### src/rv_macros.svh
/* rv32i core constants */
`ifndef RV_MACROS_SVH
`define RV_MACROS_SVH

`define XLEN        32
`define REG_ADDR_W  5
`define MEM_WORDS   256    // shared memory depth
`define MEM_IDX_W   8
`define RESET_PC    0      // word index of the first fetch

// major opcodes
`define OPC_OP      7'b0110011
`define OPC_OP_IMM  7'b0010011
`define OPC_LUI     7'b0110111
`define OPC_LOAD    7'b0000011
`define OPC_STORE   7'b0100011

`endif

### src/rv_pkg.sv
/* rv32i core types */
`default_nettype none

`include "rv_macros.svh"

package rv_pkg;

	typedef logic [`XLEN-1:0]       xlen_t;
	typedef logic [`XLEN-1:0]       instr_t;
	typedef logic [`REG_ADDR_W-1:0] reg_addr_t;
	typedef logic [`MEM_IDX_W-1:0]  mem_idx_t;   // word index, not byte address

	typedef enum logic [2:0] {
		ALU_ADD,
		ALU_SUB,
		ALU_AND,
		ALU_OR,
		ALU_XOR,
		ALU_SLT,
		ALU_PASS_B    // lui
	} alu_op_e;

	typedef enum logic [1:0] {FS_IDLE, FS_FETCHING, FS_HALTED} fetch_state_e;

	// who drives the shared memory this cycle
	typedef enum logic [1:0] {OWN_NONE, OWN_DATA, OWN_HOST, OWN_FETCH} mem_owner_e;

endpackage

`default_nettype wire

### src/mem_wb_stage.sv
/* memory and writeback stage */
`timescale 1ns/1ns
`default_nettype none

`include "rv_macros.svh"

module mem_wb_stage (
	input  logic              ip_clk,
	input  logic              ip_rst,
	input  logic              stall,
	input  rv_pkg::xlen_t     ex_result,
	input  rv_pkg::xlen_t     ex_store_data,
	input  rv_pkg::reg_addr_t ex_rd,
	input  logic              ex_reg_we,
	input  logic              ex_load,
	input  logic              ex_store,
	input  logic              ex_done,
	input  rv_pkg::xlen_t     mem_rdata,
	output logic              data_req,
	output logic              data_we,
	output rv_pkg::mem_idx_t  data_idx,
	output rv_pkg::xlen_t     data_wdata,
	output rv_pkg::xlen_t     mem_fwd_data,
	output rv_pkg::reg_addr_t wb_rd,
	output logic              wb_we,
	output rv_pkg::xlen_t     wb_data,
	output logic              halted
);

	assign data_req   = ex_load || ex_store;
	assign data_we    = ex_store;
	assign data_idx   = ex_result[`MEM_IDX_W+1:2];   // byte address to word index
	assign data_wdata = ex_store_data;

	// load data goes straight to execute, no load-use bubble
	assign mem_fwd_data = ex_load ? mem_rdata : ex_result;

	always_ff @(posedge ip_clk or posedge ip_rst) begin
		if (ip_rst) begin
			wb_we  <= 1'b0;
			halted <= 1'b0;
		end else if (!stall) begin
			wb_we <= ex_reg_we;
			if (ex_done) halted <= 1'b1;   // marker reached writeback
		end
	end

	always_ff @(posedge ip_clk) begin
		if (!stall) begin
			wb_rd   <= ex_rd;
			wb_data <= mem_fwd_data;
		end
	end

	// only bubbles follow the marker
	halted_sticky: assert property (@(posedge ip_clk) disable iff (ip_rst)
		halted |=> halted && !data_req && !wb_we)
		else $error("halted dropped or pipeline still busy after halt");

endmodule

`default_nettype wire

### config.mk
export PLATFORM = sky130hd
export DESIGN_NAME = mem_wb_stage
export DESIGN_NICKNAME = d
export VERILOG_FILES = /design/src/rv_pkg.sv /design/src/mem_wb_stage.sv
export VERILOG_INCLUDE_DIRS = /design/src /design/src/src
export SDC_FILE = /design/constraint.sdc
export NUM_CORES = 1
export LEC_CHECK = 0
export ABC_AREA = 1
export BUFFER_PORTS_ARGS = -buffer_cell sky130_fd_sc_hd__clkbuf_2
export CAP_MARGIN = 10
export CORE_AREA = 4 4 85 87
export CTS_BUF_LIST = sky130_fd_sc_hd__clkbuf_2
export CTS_CLUSTER_DIAMETER = 80
export DETAILED_ROUTE_END_ITERATION = 7
export DIE_AREA = 0 0 89 91
export PLACE_DENSITY = 0.74
export SLEW_MARGIN = 10
export SYNTH_ARGS = -nofsm -noshare
export SYNTH_HDL_FRONTEND = slang
export SYNTH_SLANG_ARGS = --single-unit
### constraint.sdc
create_clock -name ip_clk -period 0.95 [get_ports ip_clk]
set_input_delay 0.19 -clock ip_clk [delete_from_list [all_inputs] [get_ports ip_clk]]
set_output_delay 0.19 -clock ip_clk [all_outputs]
set_load 0.01 [all_outputs]
# [Word level (Yosys, flattened, before mapping)]
# Index checks and enable logic that the tools add are counted.
[op_classes] reduce_logical=2 bitwise_logic=1 mux=1
[ops] op="$mux 32" count=1
[ops] op="$reduce_and 2->1" count=1
[ops] op="$logic_or 1x1->1" count=1
[ops] op="$not 1->1" count=1
[word_totals] elab_cells=8 regBits=39 in_bits=108 output_inout_bits=113

# [Longest topological paths before layout]
[logic_depth] word_depth=2 depth_mapped=5 depth_no_buf=3

# [Worst setup path after synthesis]
# Ideal clock, no wire load.
[synth_timing] path_type="input to register" start="input stall" end="register wb_data[0], enable pin" path_stages=1 setup_time_ps=393 slack_ps=-383 arrival_time_ps=941 required_time_ps=557 n_path_buf=0 cell_sequence="inv_1"
[synth_rtl] item="start: declaration" line_no="mem_wb_stage.sv:10" source="input logic stall,"
[synth_rtl] item="end signal: assignment" line_no="mem_wb_stage.sv:51" source="wb_data <= mem_fwd_data;"
[synth_rtl] item="end: declaration" line_no="mem_wb_stage.sv:26" source="output rv_pkg::xlen_t wb_data,"
# No word-level cell between the ends.

# [Worst setup path after layout]
[layout_timing] start="register wb_data[23]" end="output wb_data[23]"
# No word-level cell between the ends.

==> metrics.md <==
| Metric | Value |
|---|---|
| Die Area | `8100 um2` |
| CTS tree | `done` |
| Mapped Area | `1940 um2` |
| P_int | `3.21 mW` |
| Sequential power share | `0.452` |
| Crit. End Element | `primary output` |
| Share of cells above drive strength 1 | `0.845` |
| Area growth, synth to finish | `117%` |
| # rows | `29` |
| I/O pin total | `221` |
| Maxcap violations | `0` |
| Clk_skew | `0 ps` |
| F_max | `873 MHz` |
| Clock Pin Slew Worst Setup and Hold Paths | `210 ps` |
| Initial Util | `0.305` |
| Post-Layout Cell Count | `464` |
| Sequential share of the synthesized area | `0.599` |
| Arr. time, crit path | `960 ps` |
| Remaining DRCs | `0` |
| CORE AREA | `6350 um2` |
| First-pass GRT wire length | `11.2 mm` |
| Cell taking the most area after synthesis | `edfxtp_1` |
| Clk sinks | `39` |
| Worst Path Required | `760 ps` |
| Worst Hold Margin | `113 ps` |
| I/O Buffers | `156` |
| Clock share of power | `0.153` |
| Crit path buffers/inverters | `1` |
| First-pass detailed-route iteration total | `5` |
| Worst-skew pair later-pin latency | `370 ps` |
| Yosys top cell area share | `0.573` |
| Peak VDD IR | `0.000798 V` |
| Max layer used | `met4` |
| Vias per cell | `4.53` |
| Synth Instances | `193` |
| Die X | `89 um` |
| Final Critical Period | `1150 ps` |
| Ranking of synthesized cells by area | `edfxtp_1 (57%), nand2_1 (20%), buf_4 (17%)` |
| Wire per inst | `19.3 um` |
| Cell Chain, Critical Path | `clkbuf_2` |
| Antenna violations before repair | `0` |
| Deepest clock path buffer count | `2` |
| Crit-path max FO | `1` |
| Root buf cell | `clkbuf_2` |
| Critical path launch point type | `flip-flop` |
| Vias in the first global route | `2158` |
| RSZ-0062 raised after global routing | `yes` |
| Ys Warns | `0` |
| Cell Pwr Density | `1100 nW/um2` |
| Final Cycle Share | `1.21` |
| Setup violators final | `76` |
| Comb power frac | `0.394` |
| Syn Area/Cell | `10.0 um2` |
| CP top delay family | `flip-flops` |
| Hold Fails Final Rpt | `0` |
| GRT Overall Usage | `0.182` |
| Die height | `91 um` |
| Crit path largest cell delay | `440 ps` |
| Gpl congestion | `0.730` |
| Number of synthesized register bits | `39` |
| Final WL | `8.97 mm` |
| GRT Residual Overflow | `0` |
| P_leak | `2.20 nW` |
| Worst Setup Slack, final | `-195 ps` |
| Syn nets | `301` |
| Psw | `1.43 mW` |
| Nets | `494` |
| Most frequent cells in the layout | `clkbuf_2 (128), nand2_4 (71), buf_6 (53)` |
| Max_slew headroom | `0.863` |
| Cts bufs inserted | `5` |
| Fillers | `465` |
| Ant diodes | `0` |
| Worst Path Class, Setup | `reg -> out` |
| Tot Pwr | `4.64 mW` |
| Via count | `2102` |
| Failing checks | `negative setup slack` |
| DR WL met2 | `5.30 mm` |
| Worst-Margin Slew | `206 ps` |
| DR iter-0 viols | `27` |
| M1 wire length | `2.56 mm` |
| Area of the multi-input gates | `976 um2` |
| Min-delay worst type | `in -> reg` |
| Final Max Slew Viols | `0` |
| Register area | `1160 um2` |
| Most common cell after layout, fill and taps aside | `clkbuf_2` |
| H-tree Lvls | `2` |
| Yosys cell types | `8` |
| Switch share | `0.308` |
| Outcome | `finished, violations left` |
| Final ANT Viol Nets | `0` |
| Largest net degree at the start of global routing | `21` |
| Post-DP HPWL | `4.89 mm` |
| Slowest CP cell | `edfxtp_1` |
| Routed wl met3 | `833 um` |
| Cells after DPL | `387` |
-- power groups by stage --
stage / clock, mW / combinational (mW) / sequential [mW]
finish: 0.712 / 1.83 / 2.10
global route: 0.796 / 1.93 / 2.11
CTS: 0.724 / 1.49 / 2.10
detailed placement: 0 / 0.874 / 2.14
global placement: 0 / 0.865 / 2.13
floorplan: 0 / 0.441 / 2.22
-- cells in the mapped netlist --
cell      count
buf_4        44
inv_1         3
dfrtp_1       2
or2_2         1
inv_4         1
buf_6         4
nand2_1     101
edfxtp_1     37
-- metal layers --
metal  vias to the layer above  global-route usage
met5                         -                   0
met4                         0              0.0608
met3                        32              0.0543
met2                       119               0.358
met1                       991               0.172
li1                        960                   -
-- final timing paths --
| check | from | end | slack, ps | depth (start not counted) |
|---|---|---|---|---|
| hold / removal | mem_rdata[10] | wb_data[10] | 110 | 3 |
| min in group asynchronous | ip_rst | wb_we | 160 | 3 |
| setup / recovery | wb_data[23] | wb_data[23] | -200 | 1 |
| setup reg to reg | halted | halted | 230 | 3 |
| max in group asynchronous | ip_rst | halted | 660 | 3 |
| hold reg to reg | wb_we | wb_we | 530 | 2 |
-- sequential cells by signal (all words and copies together), names as in the netlist --
register,flops
wb_data,32
wb_rd,5
halted,1
wb_we,1
-- repair_timing --
action | in CTS | in global routing
endpoints found under the setup margin | 72 | 83
pin swaps | 33 | 45
gates resized for setup | 141 | 136
hold endpoints to repair | 9 | 1
hold buffers | 8 | 1
gates cloned | 6 | 0
setup buffers | 55 | 10
-- layout make-up --
cell class	instances	share of cell area
Clock inverter	2	0.00178
Timing Repair Buffer	234	0.454
Sequential cell	39	0.275
Multi-Input combinational cell	102	0.231
Tap cell	77	0.0228
Clock buffer	6	0.00712
Inverter	4	0.00742
-- stage by stage --
stage	cell area (um2)	TNS, ps	setup WS [ps]	utilization
detailed placement	2560	-5770	-156	0.404
floorplan	1940	-4980	-130	-
global route	4220	-13440	-253	0.664
finish	4220	-10220	-195	0.664
CTS	3750	-11850	-219	0.590
global placement	2560	-3500	-124	0.404
-- kinds of logic after synthesis --
logic type | count (synthesis) | synth area share
buffers and inverters | 52 | 0.203
flip-flops | 39 | 0.599
AND/OR/NAND/NOR | 102 | 0.199
No activity file was read; power rests on OpenSTA's default activity.
