<file path="config.mk">
export PLATFORM = sky130hd
export DESIGN_NAME = mem_arbiter
export DESIGN_NICKNAME = d
export VERILOG_FILES = /design/src/rv_pkg.sv /design/src/mem_arbiter.sv
export VERILOG_INCLUDE_DIRS = /design/src /design/src/src
export SDC_FILE = /design/constraint.sdc
export NUM_CORES = 1
export LEC_CHECK = 0
export BUFFER_PORTS_ARGS = -buffer_cell sky130_fd_sc_hd__buf_2
export CAP_MARGIN = 20
export CORE_UTILIZATION = 29
export DETAILED_ROUTE_END_ITERATION = 16
export PLACE_DENSITY = 0.84
export SYNTH_ARGS = -nofsm -noshare
export SYNTH_HDL_FRONTEND = slang
export SYNTH_SLANG_ARGS = --single-unit
</file>
<file path="constraint.sdc">
create_clock -name vclk -period 2.4
set_clock_uncertainty 0.2 [all_clocks]
set_input_delay 0.24 -clock vclk [all_inputs]
set_output_delay 0.24 -clock vclk [all_outputs]
set_load 0.05 [all_outputs]
</file>
<file path="src/rv_macros.svh">
/* rv32i core constants */
`ifndef RV_MACROS_SVH
`define RV_MACROS_SVH

`define XLEN        32
`define REG_ADDR_W  5
`define MEM_WORDS   256    // shared memory depth
`define MEM_IDX_W   8
`define RESET_PC    0      // word index of the first fetch

// major opcodes
`define OPC_OP      7'b0110011
`define OPC_OP_IMM  7'b0010011
`define OPC_LUI     7'b0110111
`define OPC_LOAD    7'b0000011
`define OPC_STORE   7'b0100011

`endif

</file>
<file path="src/rv_pkg.sv">
/* rv32i core types */
`default_nettype none

`include "rv_macros.svh"

package rv_pkg;

	typedef logic [`XLEN-1:0]       xlen_t;
	typedef logic [`XLEN-1:0]       instr_t;
	typedef logic [`REG_ADDR_W-1:0] reg_addr_t;
	typedef logic [`MEM_IDX_W-1:0]  mem_idx_t;   // word index, not byte address

	typedef enum logic [2:0] {
		ALU_ADD,
		ALU_SUB,
		ALU_AND,
		ALU_OR,
		ALU_XOR,
		ALU_SLT,
		ALU_PASS_B    // lui
	} alu_op_e;

	typedef enum logic [1:0] {FS_IDLE, FS_FETCHING, FS_HALTED} fetch_state_e;

	// who drives the shared memory this cycle
	typedef enum logic [1:0] {OWN_NONE, OWN_DATA, OWN_HOST, OWN_FETCH} mem_owner_e;

endpackage

`default_nettype wire

</file>
<file path="src/mem_arbiter.sv">
/* shared memory arbiter */
`timescale 1ns/1ns
`default_nettype none

module mem_arbiter (
	input  logic             data_req,
	input  logic             host_req,
	input  logic             fetch_req,
	input  logic             data_we,
	input  logic             host_we,
	input  rv_pkg::mem_idx_t data_idx,
	input  rv_pkg::mem_idx_t host_idx,
	input  rv_pkg::mem_idx_t fetch_idx,
	input  rv_pkg::xlen_t    data_wdata,
	input  rv_pkg::xlen_t    host_wdata,
	output logic             data_gnt,
	output logic             host_gnt,
	output logic             fetch_gnt,
	output rv_pkg::mem_idx_t mem_idx,
	output logic             mem_we,
	output rv_pkg::xlen_t    mem_wdata
);

	rv_pkg::mem_owner_e owner;

	always_comb begin
		// fixed priority, data > host > fetch
		if (data_req) begin
			owner = rv_pkg::OWN_DATA;
		end else if (host_req) begin
			owner = rv_pkg::OWN_HOST;
		end else if (fetch_req) begin
			owner = rv_pkg::OWN_FETCH;
		end else begin
			owner = rv_pkg::OWN_NONE;
		end

		data_gnt  = (owner == rv_pkg::OWN_DATA);
		host_gnt  = (owner == rv_pkg::OWN_HOST);
		fetch_gnt = (owner == rv_pkg::OWN_FETCH);

		case (owner)
			rv_pkg::OWN_DATA: begin
				mem_idx   = data_idx;
				mem_we    = data_we;
				mem_wdata = data_wdata;
			end
			rv_pkg::OWN_HOST: begin
				mem_idx   = host_idx;
				mem_we    = host_we;
				mem_wdata = host_wdata;
			end
			rv_pkg::OWN_FETCH: begin
				mem_idx   = fetch_idx;
				mem_we    = 1'b0;       // fetch only reads
				mem_wdata = '0;
			end
			default: begin
				mem_idx   = '0;
				mem_we    = 1'b0;
				mem_wdata = '0;
			end
		endcase
	end

endmodule

`default_nettype wire

</file>
# ---- After elaboration in Yosys (flattened, before gate mapping)
# Cells that the tools add are included.
dict set report totals {
  register_bits 0
  output_inout_bits 44
  inputBits 93
  word_cells 9
}
dict set report classes {
  n_mux 6
  n_eq_ne 3
}
# cell count
set ops {}
lappend ops {{case mux 32 bit (2 select lines)} 1}
lappend ops {{case mux 8 bit (3 select lines)} 1}
lappend ops {{two-way mux 2 bit} 3}
lappend ops {{equality test 2 bit, second input constant} 2}
lappend ops {{equality test 2 x 1 -> 1 bit, second input constant} 1}
lappend ops {{case mux 1 bit (2 select lines)} 1}

# ---- Logic depth before layout (Yosys ltp)
dict set report depth {
  word_depth 5
  mapped_depth 7
  mapped_depth_nobuf 5
}

# ---- Least setup slack after synthesis
# OpenSTA, ideal clock, no wires.
dict set report synth_timing {
  path_type {in2out}
  startpoint {input data_req}
  endpoint {output mem_idx[7]}
  required_time_ns 1.960
  path_stages 7
  path_slack_ns -0.249
  t_arrival_ns 2.209
  path_cell_list {buf_6 > buf_4 > nor2_1 > ha_1 > clkbuf_1 > a222oi_1 > nor2_1}
}
dict set report synth_between {
  elab_chain_len 3
  elab_cells_between_ends 5
  classes_between {3 x eq/ne; 2 x mux}
}
# element line_no
set synth_lines {}
lappend synth_lines {{start: declaration} mem_arbiter.sv:6} ;# input logic data_req,
lappend synth_lines {{two-way mux 2 bit} mem_arbiter.sv:28} ;# if (data_req) begin
lappend synth_lines {{equality test 2 bit} --}
lappend synth_lines {{via fetch_gnt} mem_arbiter.sv:18} ;# output logic fetch_gnt,
lappend synth_lines {{case mux 8 bit (3 select lines)} mem_arbiter.sv:42} ;# case (owner)
lappend synth_lines {{end: declaration} mem_arbiter.sv:19} ;# output rv_pkg::mem_idx_t mem_idx,
# The timed path passes the listed nets, and every way through them passes these cells.

# ---- Final worst setup path
dict set report layout_timing {
  startpoint {input data_req}
  endpoint {output mem_idx[5]}
}
dict set report layout_between {
  elab_chain_len 3
  elab_cells_between_ends 5
  classes_between {3 x eq/ne; 2 x mux}
}
# element line_no
set layout_lines {}
lappend layout_lines {{two-way mux 2 bit (*)} mem_arbiter.sv:28}
lappend layout_lines {{equality test 2 bit or equality test 2 x 1 -> 1 bit (tied branches)} mem_arbiter.sv:42}
lappend layout_lines {{case mux 8 bit (3 select lines) (*)} mem_arbiter.sv:42}
# Every way passes the cells marked *; elsewhere a longest branch is shown, timed or not.

==> run summary <==
The flow ran to the end, and the final reports show no timing, DRC or antenna violations. The wire-length estimate of the detail-placed layout is between 2000 and 2500 um. The layout has 0 clock buffers. The count of cell types in the netlist is 15. The iteration-0 DRC count of the detailed router came out at 75. The routed wire length came out at between 3000 and 4000 um. The part of the Yosys area used for sequential elements came out at 0. Yosys instantiated no cell more often than a21oi_1. In this run the vertical extent of the chip is about 55 um. The worst hold path terminates at mem_wdata[22]. The final-layout setup total negative slack came out at 0 ps. The register cell area after layout is 0 um2. The share of power burned in combinational logic came out at 1.000. After layout, the minimum clock period comes to 2120 ps. The cell count after synthesis came out at ~140. The overall overflow remaining after global route came out at 0. The via density per instance is ~5.

The routability congestion estimate from global placement is 0.681. The number of max-slew violations in the final report is 0. The routed layout has ~1500 vias. In the final layout, the share of cells above drive strength 1 is 0.569. The sequential share of power came out at 0. The leading area contributor after synthesis is nand3b_1.

The post-detailed-route wirelength per cell is between 10 and 15 um. The count of non-filler cells in the finished layout is 298. The number of flip-flops and latches is 0. The worst pin sits at a relative slew slack of 0.685.

Entering global routing, the biggest net connects 64 pins. The number of cells upsized or downsized after cts came out at 0. Traced cell by cell, the critical path runs through buf_2 > a21o_1 > ha_1 > a222oi_1 > nor2_4 > buf_2. The worst hold path passes through 4 cells. The power density normalized to cell area came out at between 300 and 400 mW/mm2. The internal portion of total power came out at around 0.00016 W. Counting stages on the worst path, the most repeated cell is buf_2. The total global-route track usage is 0.187.

The signal arrival time at the worst endpoint is 1680 ps. The proportion of netlist area held by the largest area contributor came out at 0.290. The number of buffers inserted by hold repair at cts came out at 0. The total area inside the core boundary comes to between 0.002 and 0.003 mm2. The count of pins on the block boundary came out at 137. The number of post-CTS setup repair buffers came out at 0. The layout overhead on the synthesized area came out at 85.7%.

Timing would allow up to 472 MHz. The startpoint identified for the worst hold timing path is data_wdata[22]. The worst hold path belongs to the class in2out.

The post-placement cell count came out at 298. The synthesized net count is ~240. The startpoint type of the worst setup path is an input port. Setup repair after global routing left no endpoint under its margin. The count of nets left with antenna violations once routing finished came out at 0. The worst setup path is captured at a primary output. The design draws just over 0.0005 W. The number of placement rows came out at 19. The first-pass GRT wire length came out at between 5000 and 6000 um.

In the finished design, the share of the clock period the worst path needs comes to 0.882. The area enclosed by the die boundary came out at about 0.0031 mm2. The detailed-router iteration count before antenna repair is 4. Ranked by instance count, the synthesized netlist is headed by a21oi_1 (33), nand2_1 (32), nand3b_1 (32). At the pin with the least slew margin, the transition time is about 470 ps. STA puts the critical path data required time at 1960 ps. The synthesized cell area is 830 um2. The post-synthesis area per instance came out at 5.80 um2. The maximum fanout along the worst path is 14. The net total in the final layout came out at around 370. By area the synthesized netlist is led by nand3b_1 (29%), a21oi_1 (20%), nand2_1 (14%). The worst hold margin is ~680 ps. The number of logic stages on the critical path including buffering is 6. The via count of the first global-routing pass is around 1300.

The total of max-cap violations is 0. The part of the power in the clock network came out at 0. Of the total power, the share spent switching nets is 0.697. The worst setup path is of the in2out kind. The worst slack after detailed placement is 264 ps. The number of buffers and inverters on the critical path is 2. On the critical path the largest part of the delay comes from compound AO/OA/AOI/OAI gates. The final worst-path setup slack came out at between 200 and 300 ps. The initial antenna violation count was 0. The initial standard-cell utilization of the core is 0.303.

The analysis attributes to net switching a power of 0.000360 W. The number of buffers added on ports is 137. For this run, the slowest stage of the critical path takes 510 ps. The slowest cell on the critical path is a222oi_1. Across the VDD grid, the largest voltage drop is 0.000235 V.

The number of antenna cells inserted is 0. The number of failing setup endpoints in the final timing report is 0. The number of hold-slack violations in the final timing report came to 0. The floorplan die width came out at 55.5 um. The standby leakage power came out at ~0.87 nW.

Yosys printed 0 warnings. The post-route DRC violation count came out at 0.
-- power groups by stage --
stage | clock network [W] | registers (W) | logic [W]
final | 0 | 0 | 0.000517
after global routing | 0 | 0 | 0.000549
after CTS | 0 | 0 | 0.000520
after detailed placement | 0 | 0 | 0.000520
after global placement | 0 | 0 | 0.000516
after floorplan | 0 | 0 | 0.000375
-- cell usage in the layout, fill, tap and decap left out, drive strengths merged --
cell type and count:
or2 1, a21oi 33, buf 142, a222oi 8, nor3 1, ha 3
nor2 12, a21o 1, a22oi 1, nand3b 32, inv 1, nand2 32
-- area by class of cell --
class	count	area (um2)
multi-input cells	124	774
fillers	269	1190
well taps	31	38.8
inverters	1	3.75
repair buffers	142	723
-- worst max path at each step --
stage	start	to	slack, ps
after floorplan	data_req	mem_wdata[21]	-180
after global placement	data_req	mem_idx[2]	310
after detailed placement	data_req	mem_idx[5]	260
after CTS	data_req	mem_idx[5]	260
after global routing	data_req	mem_wdata[27]	190
final	data_req	mem_idx[5]	280
-- per-stage QoR --
stage	utilization	cell area, um2
finish	0.563	1540
global route	0.563	1540
CTS	0.563	1540
detailed placement	0.563	1540
global placement	0.563	1540
floorplan	-	885
-- routing by layer --
| metal | vias up | part of all wire | global-route usage |
|---|---|---|---|
| li1 | 761 | - | - |
| met1 | 628 | 0.39 | 0.204 |
| met2 | 75 | 0.51 | 0.391 |
| met3 | 0 | 0.097 | 0.0281 |
| met4 | 0 | 0 | 0.00357 |
| met5 | - | 0 | 0 |
-- logic make-up after synthesis --
| logic type | count (synthesis) | share of synthesized area |
|---|---|---|
| AO/OA/AOI/OAI | 43 | 0.314 |
| adder cells (fa/ha/maj) | 3 | 0.0453 |
| AND/OR/NAND/NOR | 78 | 0.508 |
| buffers and inverters | 19 | 0.133 |
No activity file was read; power rests on OpenSTA's default activity.
