<file path="src/rv_macros.svh">
/* rv32i core constants */
`ifndef RV_MACROS_SVH
`define RV_MACROS_SVH

`define XLEN        32
`define REG_ADDR_W  5
`define MEM_WORDS   256    // shared memory depth
`define MEM_IDX_W   8
`define RESET_PC    0      // word index of the first fetch

// major opcodes
`define OPC_OP      7'b0110011
`define OPC_OP_IMM  7'b0010011
`define OPC_LUI     7'b0110111
`define OPC_LOAD    7'b0000011
`define OPC_STORE   7'b0100011

`endif

</file>
<file path="src/rv_pkg.sv">
/* rv32i core types */
`default_nettype none

`include "rv_macros.svh"

package rv_pkg;

	typedef logic [`XLEN-1:0]       xlen_t;
	typedef logic [`XLEN-1:0]       instr_t;
	typedef logic [`REG_ADDR_W-1:0] reg_addr_t;
	typedef logic [`MEM_IDX_W-1:0]  mem_idx_t;   // word index, not byte address

	typedef enum logic [2:0] {
		ALU_ADD,
		ALU_SUB,
		ALU_AND,
		ALU_OR,
		ALU_XOR,
		ALU_SLT,
		ALU_PASS_B    // lui
	} alu_op_e;

	typedef enum logic [1:0] {FS_IDLE, FS_FETCHING, FS_HALTED} fetch_state_e;

	// who drives the shared memory this cycle
	typedef enum logic [1:0] {OWN_NONE, OWN_DATA, OWN_HOST, OWN_FETCH} mem_owner_e;

endpackage

`default_nettype wire

</file>
<file path="src/reg_file.sv">
/* integer register file */
`timescale 1ns/1ns
`default_nettype none

module reg_file (
	input  logic              ip_clk,
	input  logic              ip_rst,
	input  rv_pkg::reg_addr_t rs1_addr,
	input  rv_pkg::reg_addr_t rs2_addr,
	input  rv_pkg::reg_addr_t wb_rd,
	input  logic              wb_we,
	input  rv_pkg::xlen_t     wb_data,
	output rv_pkg::xlen_t     rs1_data,
	output rv_pkg::xlen_t     rs2_data
);

	rv_pkg::xlen_t regs [32];
	logic          wr_live;

	assign wr_live = wb_we && (wb_rd != '0);   // x0 is never written

	// same-cycle write is seen by the reader
	assign rs1_data = (wr_live && wb_rd == rs1_addr) ? wb_data : regs[rs1_addr];
	assign rs2_data = (wr_live && wb_rd == rs2_addr) ? wb_data : regs[rs2_addr];

	always_ff @(posedge ip_clk or posedge ip_rst) begin
		if (ip_rst) begin
			for (int i = 0; i < 32; i++) regs[i] <= '0;
		end else if (wr_live) begin
			regs[wb_rd] <= wb_data;
		end
	end

	x0_zero: assert property (@(posedge ip_clk) disable iff (ip_rst)
		(rs1_addr == '0 -> rs1_data == '0) && (rs2_addr == '0 -> rs2_data == '0))
		else $error("x0 read nonzero");

endmodule

`default_nettype wire

</file>
<file path="config.mk">
export PLATFORM = sky130hd
export DESIGN_NAME = reg_file
export DESIGN_NICKNAME = d
export VERILOG_FILES = /design/src/rv_pkg.sv /design/src/reg_file.sv
export VERILOG_INCLUDE_DIRS = /design/src /design/src/src
export SDC_FILE = /design/constraint.sdc
export NUM_CORES = 2
export LEC_CHECK = 0
export ABC_CLOCK_PERIOD_IN_PS = 71300
export BUFFER_PORTS_ARGS = -buffer_cell sky130_fd_sc_hd__buf_2
export CORE_MARGIN = 10
export CORE_UTILIZATION = 33
export CTS_BUF_LIST = sky130_fd_sc_hd__clkbuf_16
export CTS_CLUSTER_SIZE = 20
export DETAILED_ROUTE_END_ITERATION = 16
export PLACE_DENSITY = 0.56
export SYNTH_ARGS = -nofsm -noshare
export SYNTH_HDL_FRONTEND = slang
export SYNTH_SLANG_ARGS = --single-unit
</file>
<file path="constraint.sdc">
create_clock -name ip_clk -period 71.3 [get_ports ip_clk]
set_clock_uncertainty 0.15 [all_clocks]
set_input_delay 14.26 -clock ip_clk [delete_from_list [all_inputs] [get_ports ip_clk]]
set_output_delay 14.26 -clock ip_clk [all_outputs]
set_load 0.01 [all_outputs]
</file>
# Word level (Yosys, flattened, before mapping)
# Index checks and enable logic that the tools add are counted.
# word_totals
word_cells	57
inputBits	50
output_inout_bits	64
rom_bits	0
mem_count	0
regBits	1024
mem_bits_rw	0
latchBits	0
# op_classes
n_mul	0
addsub	0
reduce_logical	5
n_div	0
n_lt_le_gt_ge	4
n_bitwise	3
n_eq_ne	2
mux	11
n_shift	0
# op_table
cell	count
bitwise mux 1024 bit	1
binary-select mux 32 bit (select 5 bit)	2
two-way mux 32 bit	7
demux 32 bit (select 5 bit)	1
>= comparator 6 bit, second input constant	3
NOT 5 -> 6 bit	3
== test 5 bit	2
< comparator 6 x 1 -> 1 bit, second input constant	1
nonzero test 5 bit	1
logical AND 1 bit	4

# Longest topological paths before layout
# depth
word_depth	6
depth_mapped	8

# Least setup slack after synthesis
# OpenSTA, ideal clock, no wires.
# synth_timing
path_type	input to output
from	input rs2_addr[3]
to	output rs2_data[10]
path_stages	7
n_path_buf	2
required_time_ns	56.890
slack_ns	41.041
arrival_time_ns	15.849
path_cell_list	buf_2 -> nor2b_1 -> nand2b_1 -> clkbuf_1 -> o22ai_1 -> or4_1 -> o21ai_0
# synth_between
elab_chain_len	5
# synth_rtl
element	line	text
from (decl)	reg_file.sv:9	input rv_pkg::reg_addr_t rs2_addr,
NOT 5 -> 6 bit (not written as such)	reg_file.sv:24	assign rs2_data = (wr_live && wb_rd == rs2_addr) ? wb_data : regs[rs2_addr];
binary-select mux 32 bit (select 5 bit)	reg_file.sv:24	
two-way mux 32 bit (not written as such) (2 in a row)	reg_file.sv:24	
two-way mux 32 bit (*)	reg_file.sv:24	
to (decl)	reg_file.sv:14	output rv_pkg::xlen_t rs2_data
# Mark *: on every way between the ends. The rest lies on a longest branch, timed or not. The select of a mux whose other input is x is not followed.

# Worst setup path after layout
# layout_timing
from	input rs1_addr[1]
to	output rs1_data[6]
# layout_between
elab_chain_len	5
# layout_rtl
element	line	text
from (decl)	reg_file.sv:8	input rv_pkg::reg_addr_t rs1_addr,
NOT 5 -> 6 bit (not written as such)	reg_file.sv:23	assign rs1_data = (wr_live && wb_rd == rs1_addr) ? wb_data : regs[rs1_addr];
binary-select mux 32 bit (select 5 bit)	reg_file.sv:23	
two-way mux 32 bit (not written as such) (2 in a row)	reg_file.sv:23	
two-way mux 32 bit (*)	reg_file.sv:23	
to (decl)	reg_file.sv:13	output rv_pkg::xlen_t rs1_data,
# Marked as above.

==> summary.md <==
| Metric | Value |
|---|---|
| Routed wire length per instance | `30.5 um` |
| Number of distinct library cells after synthesis | `39` |
| RSZ-0062 raised after global routing | `no` |
| Routed vias/inst | `5.88` |
| Drt initial violations | `2477` |
| Top cells by area, synth | `dfrtp_1 48%, mux4_2 21%, mux2_2 21%` |
| Top cell type's share of synthesized area | `0.477` |
| Critical path required time | `56.89 ns` |
| Crit path max-delay family | `buffers and inverters` |
| Critical-path cell list | `buf_8 -> buf_4 -> buf_4 -> mux4_2 -> o22ai_1 -> or4_1 -> o21ai_0 -> buf_2` |
| Final net count | `3417` |
| CTS HTree Levels | `3` |
| Final setup vio count | `0` |
| Static Leak | `25.1 nW` |
| Area of the multi-input gates | `26200 sq um` |
| Via count | `33100` |
| Cells after DPL | `5414` |
| Worst Hold Class | `register to register` |
| Actual slew at the worst max-slew pin | `1.22 ns` |
| Final Hold Viols | `0` |
| Status | `finished, final reports clean` |
| WP buf/inv | `4` |
| Share of layout cells above drive strength 1 | `0.539` |
| CTS buffer count | `111` |
| Final core occ | `0.367` |
| Max-slew violation count | `0` |
| Syn. warnings | `0` |
| Clk pin slew, worst setup/hold paths | `0.06 ns` |
| Dominant synthesized flop cell | `dfrtp_1` |
| Cell Count, Final, Fillers Out | `5625` |
| Type of origin of the critical path | `input pin` |
| Clk Tree Root Cell | `clkbuf_16` |
| Register area share after synthesis | `0.477` |
| CP max stage delay | `0.95 ns` |
| Pre-CTS setup slack | `38.18 ns` |
| DRC | `0` |
| Final wirelength | `172 mm` |
| CTS tree | `done` |
| Met2 usage | `0.313` |
| Final worst slack | `38.17 ns` |
| Synth Net Count | `3542` |
| Largest net degree at the start of global routing | `169` |
| IO Pins | `114` |
| Die area | `179000 sq um` |
| CP Capture Type | `primary output` |
| Worst slew margin relative to its limit | `0.185` |
| Fillers | `15300` |
| Period minus WS final | `33.13 ns` |
| Post-synth top area cell | `dfrtp_1` |
| Core ar. | `161000 sq um` |
| Synthesized area | `53700 sq um` |
| PostCTS Resize Cnt | `0` |
| WP data arrival | `18.72 ns` |
| Synth top cells by count | `1024 x dfrtp_1, 990 x mux2_2, 508 x mux4_2` |
| Post-DP HPWL | `92.2 mm` |
| DRT Pass-1 Iters | `7` |
| Grt ovf | `0` |
| Area delta synth->final | `9.97%` |
| Max FO, Critical Path | `92` |
| Die Y | `423 um` |
| Met1 usage | `0.243` |
| Port Buf Inserts | `113` |
| Bufs on Longest Clock Path | `3` |
| Reg area | `25600 sq um` |
| Cell count after synthesis | `3492` |
| Biggest regs | `regs x1024` |
| Crit Path Class | `input pin to primary output` |
| Met3 usage | `0.0313` |
| Most frequent CP cell | `buf_4` |
| Largest register FFs | `1024` |
| Row count | `147` |
| Die width | `423 um` |
| Total Power | `1.63 mW` |
| Post-DRT Antenna Nets | `0` |
| Peak VDD IR | `19.2 uV` |
| P per Cell Area | `27.6 nW/um^2` |
| Global-route wire length before repair | `250 mm` |
| FMAX | `30.2 MHz` |
| Hold_buf cts | `0` |
| Async SR Flop Fraction | `1.00` |
| Top-count cell post-synth | `dfrtp_1` |
| Starting Density | `0.333` |
| Number of synthesized register bits | `1024` |
| Crit-path slowest cell | `buf_4` |
| Max cap viols | `0` |
| Final clock period utilization by the worst path | `0.465` |
| Top reg by flops | `regs` |
| Syn Area/Cell | `15.4 sq um` |
| Clock latency on the worst-skew pair | `0.70 ns` |
| Busiest grt layer | `met2` |
| # Post-CTS Setup Buffers | `0` |
| Initial antenna violation count | `11` |
| Number of global-route vias before repair | `34800` |
| Final GP Congestion | `0.743` |
| CTS sink count | `1024` |
| Post-synth EDFFs | `0` |
| Global Route Usage Sum | `0.188` |
| Fin Setup TNS | `0 ns` |
layer usage:
layer	part of all wire	vias up	wire (um)
li1	-	13400	-
met1	0.42	18200	71200
met2	0.49	1054	84100
met3	0.054	331	9350
met4	0.040	12	6780
met5	0.00040	-	69
cell usage in the layout, fill, tap and decap left out, types with 59 or more instances in the layout:
cell type	synthesis	routed
o21ai_0	62	62
o22ai_1	248	248
buf_2	128	109
mux2_2	990	990
clkbuf_16	0	116
nand2_1	84	65
dfrtp_1	1024	1024
mux4_2	508	508
buf_4	13	59
or4_1	64	64
per-stage QoR:
| stage | cell area [sq um] | hold slack, ns |
|---|---|---|
| CTS | 59000 | 0.246 |
| global placement | 55700 | 0.227 |
| detailed placement | 55700 | 0.233 |
| floorplan | 53700 | 0.291 |
| global route | 59000 | 0.259 |
| finish | 59100 | 0.242 |
report_power, final:
| part | switching, mW | internal [mW] | total [mW] | leakage (nW) |
|---|---|---|---|---|
| Sequential | 0.0771 | 0.691 | 0.768 | 13.2 |
| Combinational | 0.121 | 0.196 | 0.316 | 10.2 |
| Clock | 0.243 | 0.302 | 0.545 | 1.78 |
final timing paths:
kind                                  start           to  slack, ns  depth (start not counted)
worst min register to register   regs[1023]   regs[1023]       0.24                          0
min in group asynchronous            ip_rst    regs[796]      13.50                          2
worst min-delay path             regs[1023]   regs[1023]       0.24                          0
worst max register to register    regs[779]    regs[779]      70.33                          1
max in group asynchronous            ip_rst    regs[327]      54.31                          5
worst max-delay path            rs1_addr[1]  rs1_data[6]      38.17                          8
cell families (layout without fill, tap and decap cells):
logic type | count (synthesis) | in the layout | share of synthesized area
xor gates and xnor gates | 10 | 10 | 0.00163
and+or+nand+nor | 214 | 214 | 0.0225
buffers and inverters | 415 | 384 | 0.0396
AOI/OAI and AO/OA | 319 | 319 | 0.0362
DFF | 1024 | 1024 | 0.477
muxes | 1510 | 1510 | 0.423
other | 0 | 4 | 0
area by class of cell:
type / instances / area share
clock buffer: 116 / 0.0492
inverter: 1 / 0.000191
sequential: 1024 / 0.434
timing repair buffer: 176 / 0.0191
clock inverter: 91 / 0.00805
antenna: 4 / 0.000170
multi-input combinational: 2053 / 0.444
tap: 2160 / 0.0458
No activity file was read; power rests on OpenSTA's default activity.
