$ cat src/rv_macros.svh
/* rv32i core constants */
`ifndef RV_MACROS_SVH
`define RV_MACROS_SVH

`define XLEN        32
`define REG_ADDR_W  5
`define MEM_WORDS   256    // shared memory depth
`define MEM_IDX_W   8
`define RESET_PC    0      // word index of the first fetch

// major opcodes
`define OPC_OP      7'b0110011
`define OPC_OP_IMM  7'b0010011
`define OPC_LUI     7'b0110111
`define OPC_LOAD    7'b0000011
`define OPC_STORE   7'b0100011

`endif

$ cat src/rv_pkg.sv
/* rv32i core types */
`default_nettype none

`include "rv_macros.svh"

package rv_pkg;

	typedef logic [`XLEN-1:0]       xlen_t;
	typedef logic [`XLEN-1:0]       instr_t;
	typedef logic [`REG_ADDR_W-1:0] reg_addr_t;
	typedef logic [`MEM_IDX_W-1:0]  mem_idx_t;   // word index, not byte address

	typedef enum logic [2:0] {
		ALU_ADD,
		ALU_SUB,
		ALU_AND,
		ALU_OR,
		ALU_XOR,
		ALU_SLT,
		ALU_PASS_B    // lui
	} alu_op_e;

	typedef enum logic [1:0] {FS_IDLE, FS_FETCHING, FS_HALTED} fetch_state_e;

	// who drives the shared memory this cycle
	typedef enum logic [1:0] {OWN_NONE, OWN_DATA, OWN_HOST, OWN_FETCH} mem_owner_e;

endpackage

`default_nettype wire

$ cat src/decode_stage.sv
/* decode stage */
`timescale 1ns/1ns
`default_nettype none

`include "rv_macros.svh"

module decode_stage (
	input  logic              ip_clk,
	input  logic              ip_rst,
	input  logic              stall,
	input  logic              if_valid,
	input  logic              if_done,
	input  rv_pkg::instr_t    if_instr,
	input  rv_pkg::xlen_t     rs1_data,
	input  rv_pkg::xlen_t     rs2_data,
	output rv_pkg::reg_addr_t rs1_addr,
	output rv_pkg::reg_addr_t rs2_addr,
	output rv_pkg::reg_addr_t id_rs1_addr,
	output rv_pkg::reg_addr_t id_rs2_addr,
	output rv_pkg::reg_addr_t id_rd,
	output rv_pkg::xlen_t     id_a,
	output rv_pkg::xlen_t     id_b,
	output rv_pkg::xlen_t     id_imm,
	output rv_pkg::alu_op_e   id_alu_op,
	output logic              id_use_imm,
	output logic              id_reg_we,
	output logic              id_load,
	output logic              id_store,
	output logic              id_done
);

	logic [6:0]      opcode;
	logic [2:0]      funct3;
	rv_pkg::xlen_t   imm_i, imm_s, imm_u, imm;
	rv_pkg::alu_op_e alu_op;
	logic            known, reg_we, use_imm, load, store;
	logic            live;

	assign opcode   = if_instr[6:0];
	assign funct3   = if_instr[14:12];
	assign rs1_addr = if_instr[19:15];
	assign rs2_addr = if_instr[24:20];

	assign imm_i = {{20{if_instr[31]}}, if_instr[31:20]};
	assign imm_s = {{20{if_instr[31]}}, if_instr[31:25], if_instr[11:7]};
	assign imm_u = {if_instr[31:12], 12'b0};

	always_comb begin
		known   = 1'b1;
		reg_we  = 1'b0;
		use_imm = 1'b0;
		load    = 1'b0;
		store   = 1'b0;
		alu_op  = rv_pkg::ALU_ADD;
		imm     = imm_i;
		case (opcode)
			`OPC_OP, `OPC_OP_IMM: begin
				reg_we  = 1'b1;
				use_imm = (opcode == `OPC_OP_IMM);
				case (funct3)
					3'b000: begin
						// bit 30 picks sub, register form only
						if (!use_imm && if_instr[30]) alu_op = rv_pkg::ALU_SUB;
					end
					3'b010: begin
						alu_op = rv_pkg::ALU_SLT;
						known  = !use_imm;    // no slti
					end
					3'b100: alu_op = rv_pkg::ALU_XOR;
					3'b110: alu_op = rv_pkg::ALU_OR;
					3'b111: alu_op = rv_pkg::ALU_AND;
					default: known = 1'b0;
				endcase
			end
			`OPC_LUI: begin
				reg_we  = 1'b1;
				use_imm = 1'b1;
				imm     = imm_u;
				alu_op  = rv_pkg::ALU_PASS_B;
			end
			`OPC_LOAD: begin
				reg_we  = 1'b1;
				use_imm = 1'b1;
				load    = 1'b1;
				known   = (funct3 == 3'b010);   // lw only
			end
			`OPC_STORE: begin
				use_imm = 1'b1;
				store   = 1'b1;
				imm     = imm_s;
				known   = (funct3 == 3'b010);   // sw only
			end
			default: known = 1'b0;
		endcase
	end

	assign live = if_valid && known;   // unknown opcodes turn into bubbles

	always_ff @(posedge ip_clk or posedge ip_rst) begin
		if (ip_rst) begin
			id_reg_we <= 1'b0;
			id_load   <= 1'b0;
			id_store  <= 1'b0;
			id_done   <= 1'b0;
		end else if (!stall) begin
			id_reg_we <= live && reg_we;
			id_load   <= live && load;
			id_store  <= live && store;
			id_done   <= if_done;
		end
	end

	always_ff @(posedge ip_clk) begin
		if (!stall) begin
			id_rs1_addr <= rs1_addr;
			id_rs2_addr <= rs2_addr;
			id_rd       <= if_instr[11:7];
			id_a        <= rs1_data;
			id_b        <= rs2_data;
			id_imm      <= imm;
			id_alu_op   <= alu_op;
			id_use_imm  <= use_imm;
		end
	end

endmodule

`default_nettype wire

$ cat config.mk
export PLATFORM = sky130hd
export DESIGN_NAME = decode_stage
export DESIGN_NICKNAME = d
export VERILOG_FILES = /design/src/rv_pkg.sv /design/src/decode_stage.sv
export VERILOG_INCLUDE_DIRS = /design/src /design/src/src
export SDC_FILE = /design/constraint.sdc
export NUM_CORES = 1
export LEC_CHECK = 0
export BUFFER_PORTS_ARGS = -buffer_cell sky130_fd_sc_hd__buf_2
export CAP_MARGIN = 10
export CORE_MARGIN = 1
export CORE_UTILIZATION = 40
export DETAILED_ROUTE_END_ITERATION = 12
export PLACE_DENSITY = 0.78
export SLEW_MARGIN = 10
export SYNTH_ARGS = -nofsm -noshare
export SYNTH_HDL_FRONTEND = slang
export SYNTH_SLANG_ARGS = --single-unit
export TNS_END_PERCENT = 5
$ cat constraint.sdc
create_clock -name ip_clk -period 1 [get_ports ip_clk]
set_clock_uncertainty 0.2 [all_clocks]
set_input_delay 0.2 -clock ip_clk [delete_from_list [all_inputs] [get_ports ip_clk]]
set_output_delay 0.2 -clock ip_clk [all_outputs]
set_load 0.05 [all_outputs]
# After elaboration in Yosys (flattened, before gate mapping)
# Index checks and enable logic that the tools add are counted.
# Widths: inputs -> output; s select.
# classes
n_eq_ne	9
n_mux	10
n_reduce_logical	12
# op_table
op	count
$pmux 31 s2	1
$eq 7x6->1 const B	3
$pmux 3 s5	1
$eq 3x3->1 const B	3
$reduce_or 4->1	2
$eq 7x2->1 const B	1
$eq 7x5->1 const B	1
$pmux 3 s2	1
$logic_and 1x1->1	5
$mux 1	4
$pmux 1 s2	2
$reduce_or 2->1	2
$eq 3x2->1 const B	1
$logic_not 3->1	1
$pmux 1 s3	1
$reduce_or 3->1	1
$logic_not 1->1	1
# word_totals
ff_bits	119
output_inout_bits	129

# Longest topological paths before layout
# logic_depth
word_depth	6
ltp_mapped	6

# Least setup slack after synthesis
# No wires, ideal clock.
# synth_timing
path_kind	input to register
startpoint	input stall
endpoint	register id_load
setup_time_ns	0.066
arrival_time_ns	3.106
required_time_ns	0.734
slack_ns	-2.372
path_stages	4
n_path_buf	0
cell_sequence	inv_1 -> and3_1 -> and2b_1 -> a22o_1
# synth_rtl
item	line_no	text
start, declared	decode_stage.sv:10	input logic stall,
end signal, assigned	decode_stage.sv:107	id_load <= live && load;
end, declared	decode_stage.sv:27	output logic id_load,

# Final worst setup path
# layout_timing
startpoint	register id_b[21]
endpoint	output id_b[21]
# layout_rtl
item	line_no	text
start, declared	decode_stage.sv:22	output rv_pkg::xlen_t id_b,
start signal, assigned	decode_stage.sv:119	id_b <= rs2_data;
# No word-level cell between the ends.

==> results.cfg <==
[grt]
antenna_found_initial = 1
first_global_vias = 3646
grt_pass1_wl_microns = 21740
grt_max_degree = 35
grt_usage = 0.2738
overflow = 0

[power]
p_per_area_nw_per_um2 = 1891
p_leak_nw = 3.534
ir_worst_vdd_mv = 1.116

[synth]
synth_edf_count = 115
yosys.area.top_type = edfxtp_1
synthesis.area_sq_um = 4248
netlist.area_leader.share = 0.8130
synthTopCellsByArea = edfxtp_1, a21o_1, dfrtp_1, buf_4, nand2_1
yosysSeqAreaShare = 0.8365
synth_cells = 216
synth-main-ff-cell = edfxtp_1
yosysMostFrequentCell = edfxtp_1
synth_seq_cells = 119
syn_nets = 317
synth.avg_cell_area_sq_um = 19.67
yosysWarnings = 0
async_reset_ff_frac = 0.03361
ys_types = 32
synth_top_cells_by_count = edfxtp_1, a21o_1, nand2_1

[die]
dieArea_sq_um = 11040
io_pins = 230
start_util = 0.4115
die_x_microns = 105.1
rows = 37
core_sq_um = 10320
die_h_microns = 105.1

[clock_network]
clockBufferDepth = 2
cts_sinks = 119
root_buffer = clkbuf_8
clkSlewWorstSetupHoldPaths_ns = 0.06
cts_made_buffers = 17
htreeDepth = 4
insertion_delay_ns = 0.49
tritoncts = done
ctsHoldBuffers = 91

[routing]
drtIter0Drc = 255
dr.pass1.iters = 4
drt-total-wl_microns = 14780
wire_per_inst_microns = 20.55
drt.antenna.violating_nets = 0
vias = 3478
drc_errors = 0
routed_via_density = 4.837

[timing]
finalCritPeriodShare = 1.514
whs_ns = -0.08883
hold_viol_final = 16
rsz0062_at_grt = true
finalSetupViolations = 141
min_period_ns = 1.514
fmax_ghz = 0.6605
slew_headroom = 0.7562
worstMarginPinSlew_ns = 0.3644
layout_setup_ws_ns = -0.5141
final_max_slew_viol_count = 0

[placement]
detailed_place.area_sq_um = 5749
pre_cts_ws_ns = -0.6386
gp_congestion = 0.7854
io_buffers = 229
post-dp-hpwl_microns = 8060

[job]
drv_cap = 0

[critical_path]
crit_fanout = 1
crit_slowest_cell = edfxtp_1
rrSetupSlack_ns = -0.03
cp_top_family = flip-flops
ff2ff_path_depth = 2
critPathKind = flip-flop to output port
crit_path_max_incr_delay_ns = 0.44
crit_path_end_kind = output port
cp-start-kind = flip-flop
r2r-end = id_store$_DFFE_PP0N_
crit_chain = buf_12
critPathBufInv = 1
cp.arrival_ns = 1.11
r2r_start = id_store$_DFFE_PP0N_
cp.required_ns = 0.60

[finish]
layout.nets = 671
design_area_sq_um = 7990
synthToLayoutAreaGrowth_pct = 88.10
drive_above_1_share = 0.5172

[outcome]
outcome = complete, but fails checks
violations = negative hold slack, negative setup slack

[min_path]
hold_start = stall
whs_path_depth = 3
min_to = id_reg_we$_DFFE_PP0N_
holdCritPathClass = primary input to flip-flop
[worst max path at each step]
stage                  startpoint              endpoint  slack [ns]  depth (start not counted)
2_1_floorplan               stall  id_store$_DFFE_PP0N_       -1.73                          4
3_3_place_gp          if_instr[3]   id_imm[8]$_DFFE_PN_       -0.56                          5
3_5_place_dp          if_instr[3]   id_imm[4]$_DFFE_PN_       -0.64                          6
4_1_cts        id_a[22]$_DFFE_PN_              id_a[22]       -0.53                          1
5_1_grt        id_a[28]$_DFFE_PN_              id_a[28]       -0.55                          1
6_report       id_b[21]$_DFFE_PN_              id_b[21]       -0.51                          1
[through the flow]
stage / TNS (ns) / power [mW] / instances / hold WS, ns / util
2_1_floorplan: -181.82 / 7.795 / 216 / -0.2339 / -
4_1_cts: -57.71 / 14.94 / 718 / -0.1228 / 0.7730
3_3_place_gp: -46.18 / 8.504 / 594 / -0.1141 / 0.5569
3_5_place_dp: -48.81 / 8.553 / 594 / -0.1142 / 0.5569
6_report: -55.27 / 15.11 / 719 / -0.08883 / 0.7740
5_1_grt: -60.60 / 15.47 / 719 / -0.09540 / 0.7740
[metal layers]
metal,global-route usage,routed length [microns],vias to the layer above
met2,0.4995,8106,214
li1,-,-,1539
met3,0.06176,969,14
met1,0.3179,5477,1711
met5,0,0,-
met4,0.08853,221,0
[where the power goes]
part	leakage (nW)	total (mW)	switching [mW]	internal, mW
sequential	1.18	6.16	0.241	5.92
combinational	2.09	3.24	1.98	1.26
clock	0.263	5.71	2.19	3.52
total	3.53	15.1	4.41	10.7
[layout by cell type (no fill, tap or decap), types with 2 or more instances in the layout]
cell type,instances
edfxtp_1,115
a32oi_1,5
nand3_1,2
a22o_1,2
nor2b_1,6
a21o_1,19
nand2_1,15
clkinv_2,5
nor2_1,3
dlymetal6s4s_1,5
bufinv_16,2
buf_12,7
a21oi_1,3
buf_2,106
clkbuf_16,16
nand2b_1,2
clkinvlp_4,5
dlygate4sd3_1,85
buf_4,30
and2b_1,2
inv_1,3
dfrtp_1,4
buf_6,119
[final cells by class]
class,instances,area (sq um)
Sequential cell,119,3553
Timing Repair Buffer,352,3149
Fill cell,572,2333
Multi-Input combinational cell,76,545.5
Clock buffer,18,417.9
Tap cell,136,170.2
Clock inverter,13,132.6
Inverter,4,18.77
Antenna cell,1,2.502
[state kept, by name, summed over array words and instances, names as in the netlist, 3 cells and up]
name	cells
id_rd	5
id_rs2_addr	5
id_rs1_addr	5
id_alu_op	3
id_a	32
id_b	32
id_imm	32
[cells by family after synthesis]
family / after synthesis / share of synthesized area
compound gates: 34 / 0.06038
buf+inv: 21 / 0.03564
flops: 119 / 0.8365
mux: 1 / 0.002651
simple gates: 40 / 0.06274
xor+xnor: 1 / 0.002062
[repair_timing]
action,CTS,global route
setup endpoints to repair,149,147
endpoints found under the hold margin,122,16
resized for setup,242,6
pin swaps,3,1
buffers inserted,2,0
No activity file was read; power rests on OpenSTA's default activity.
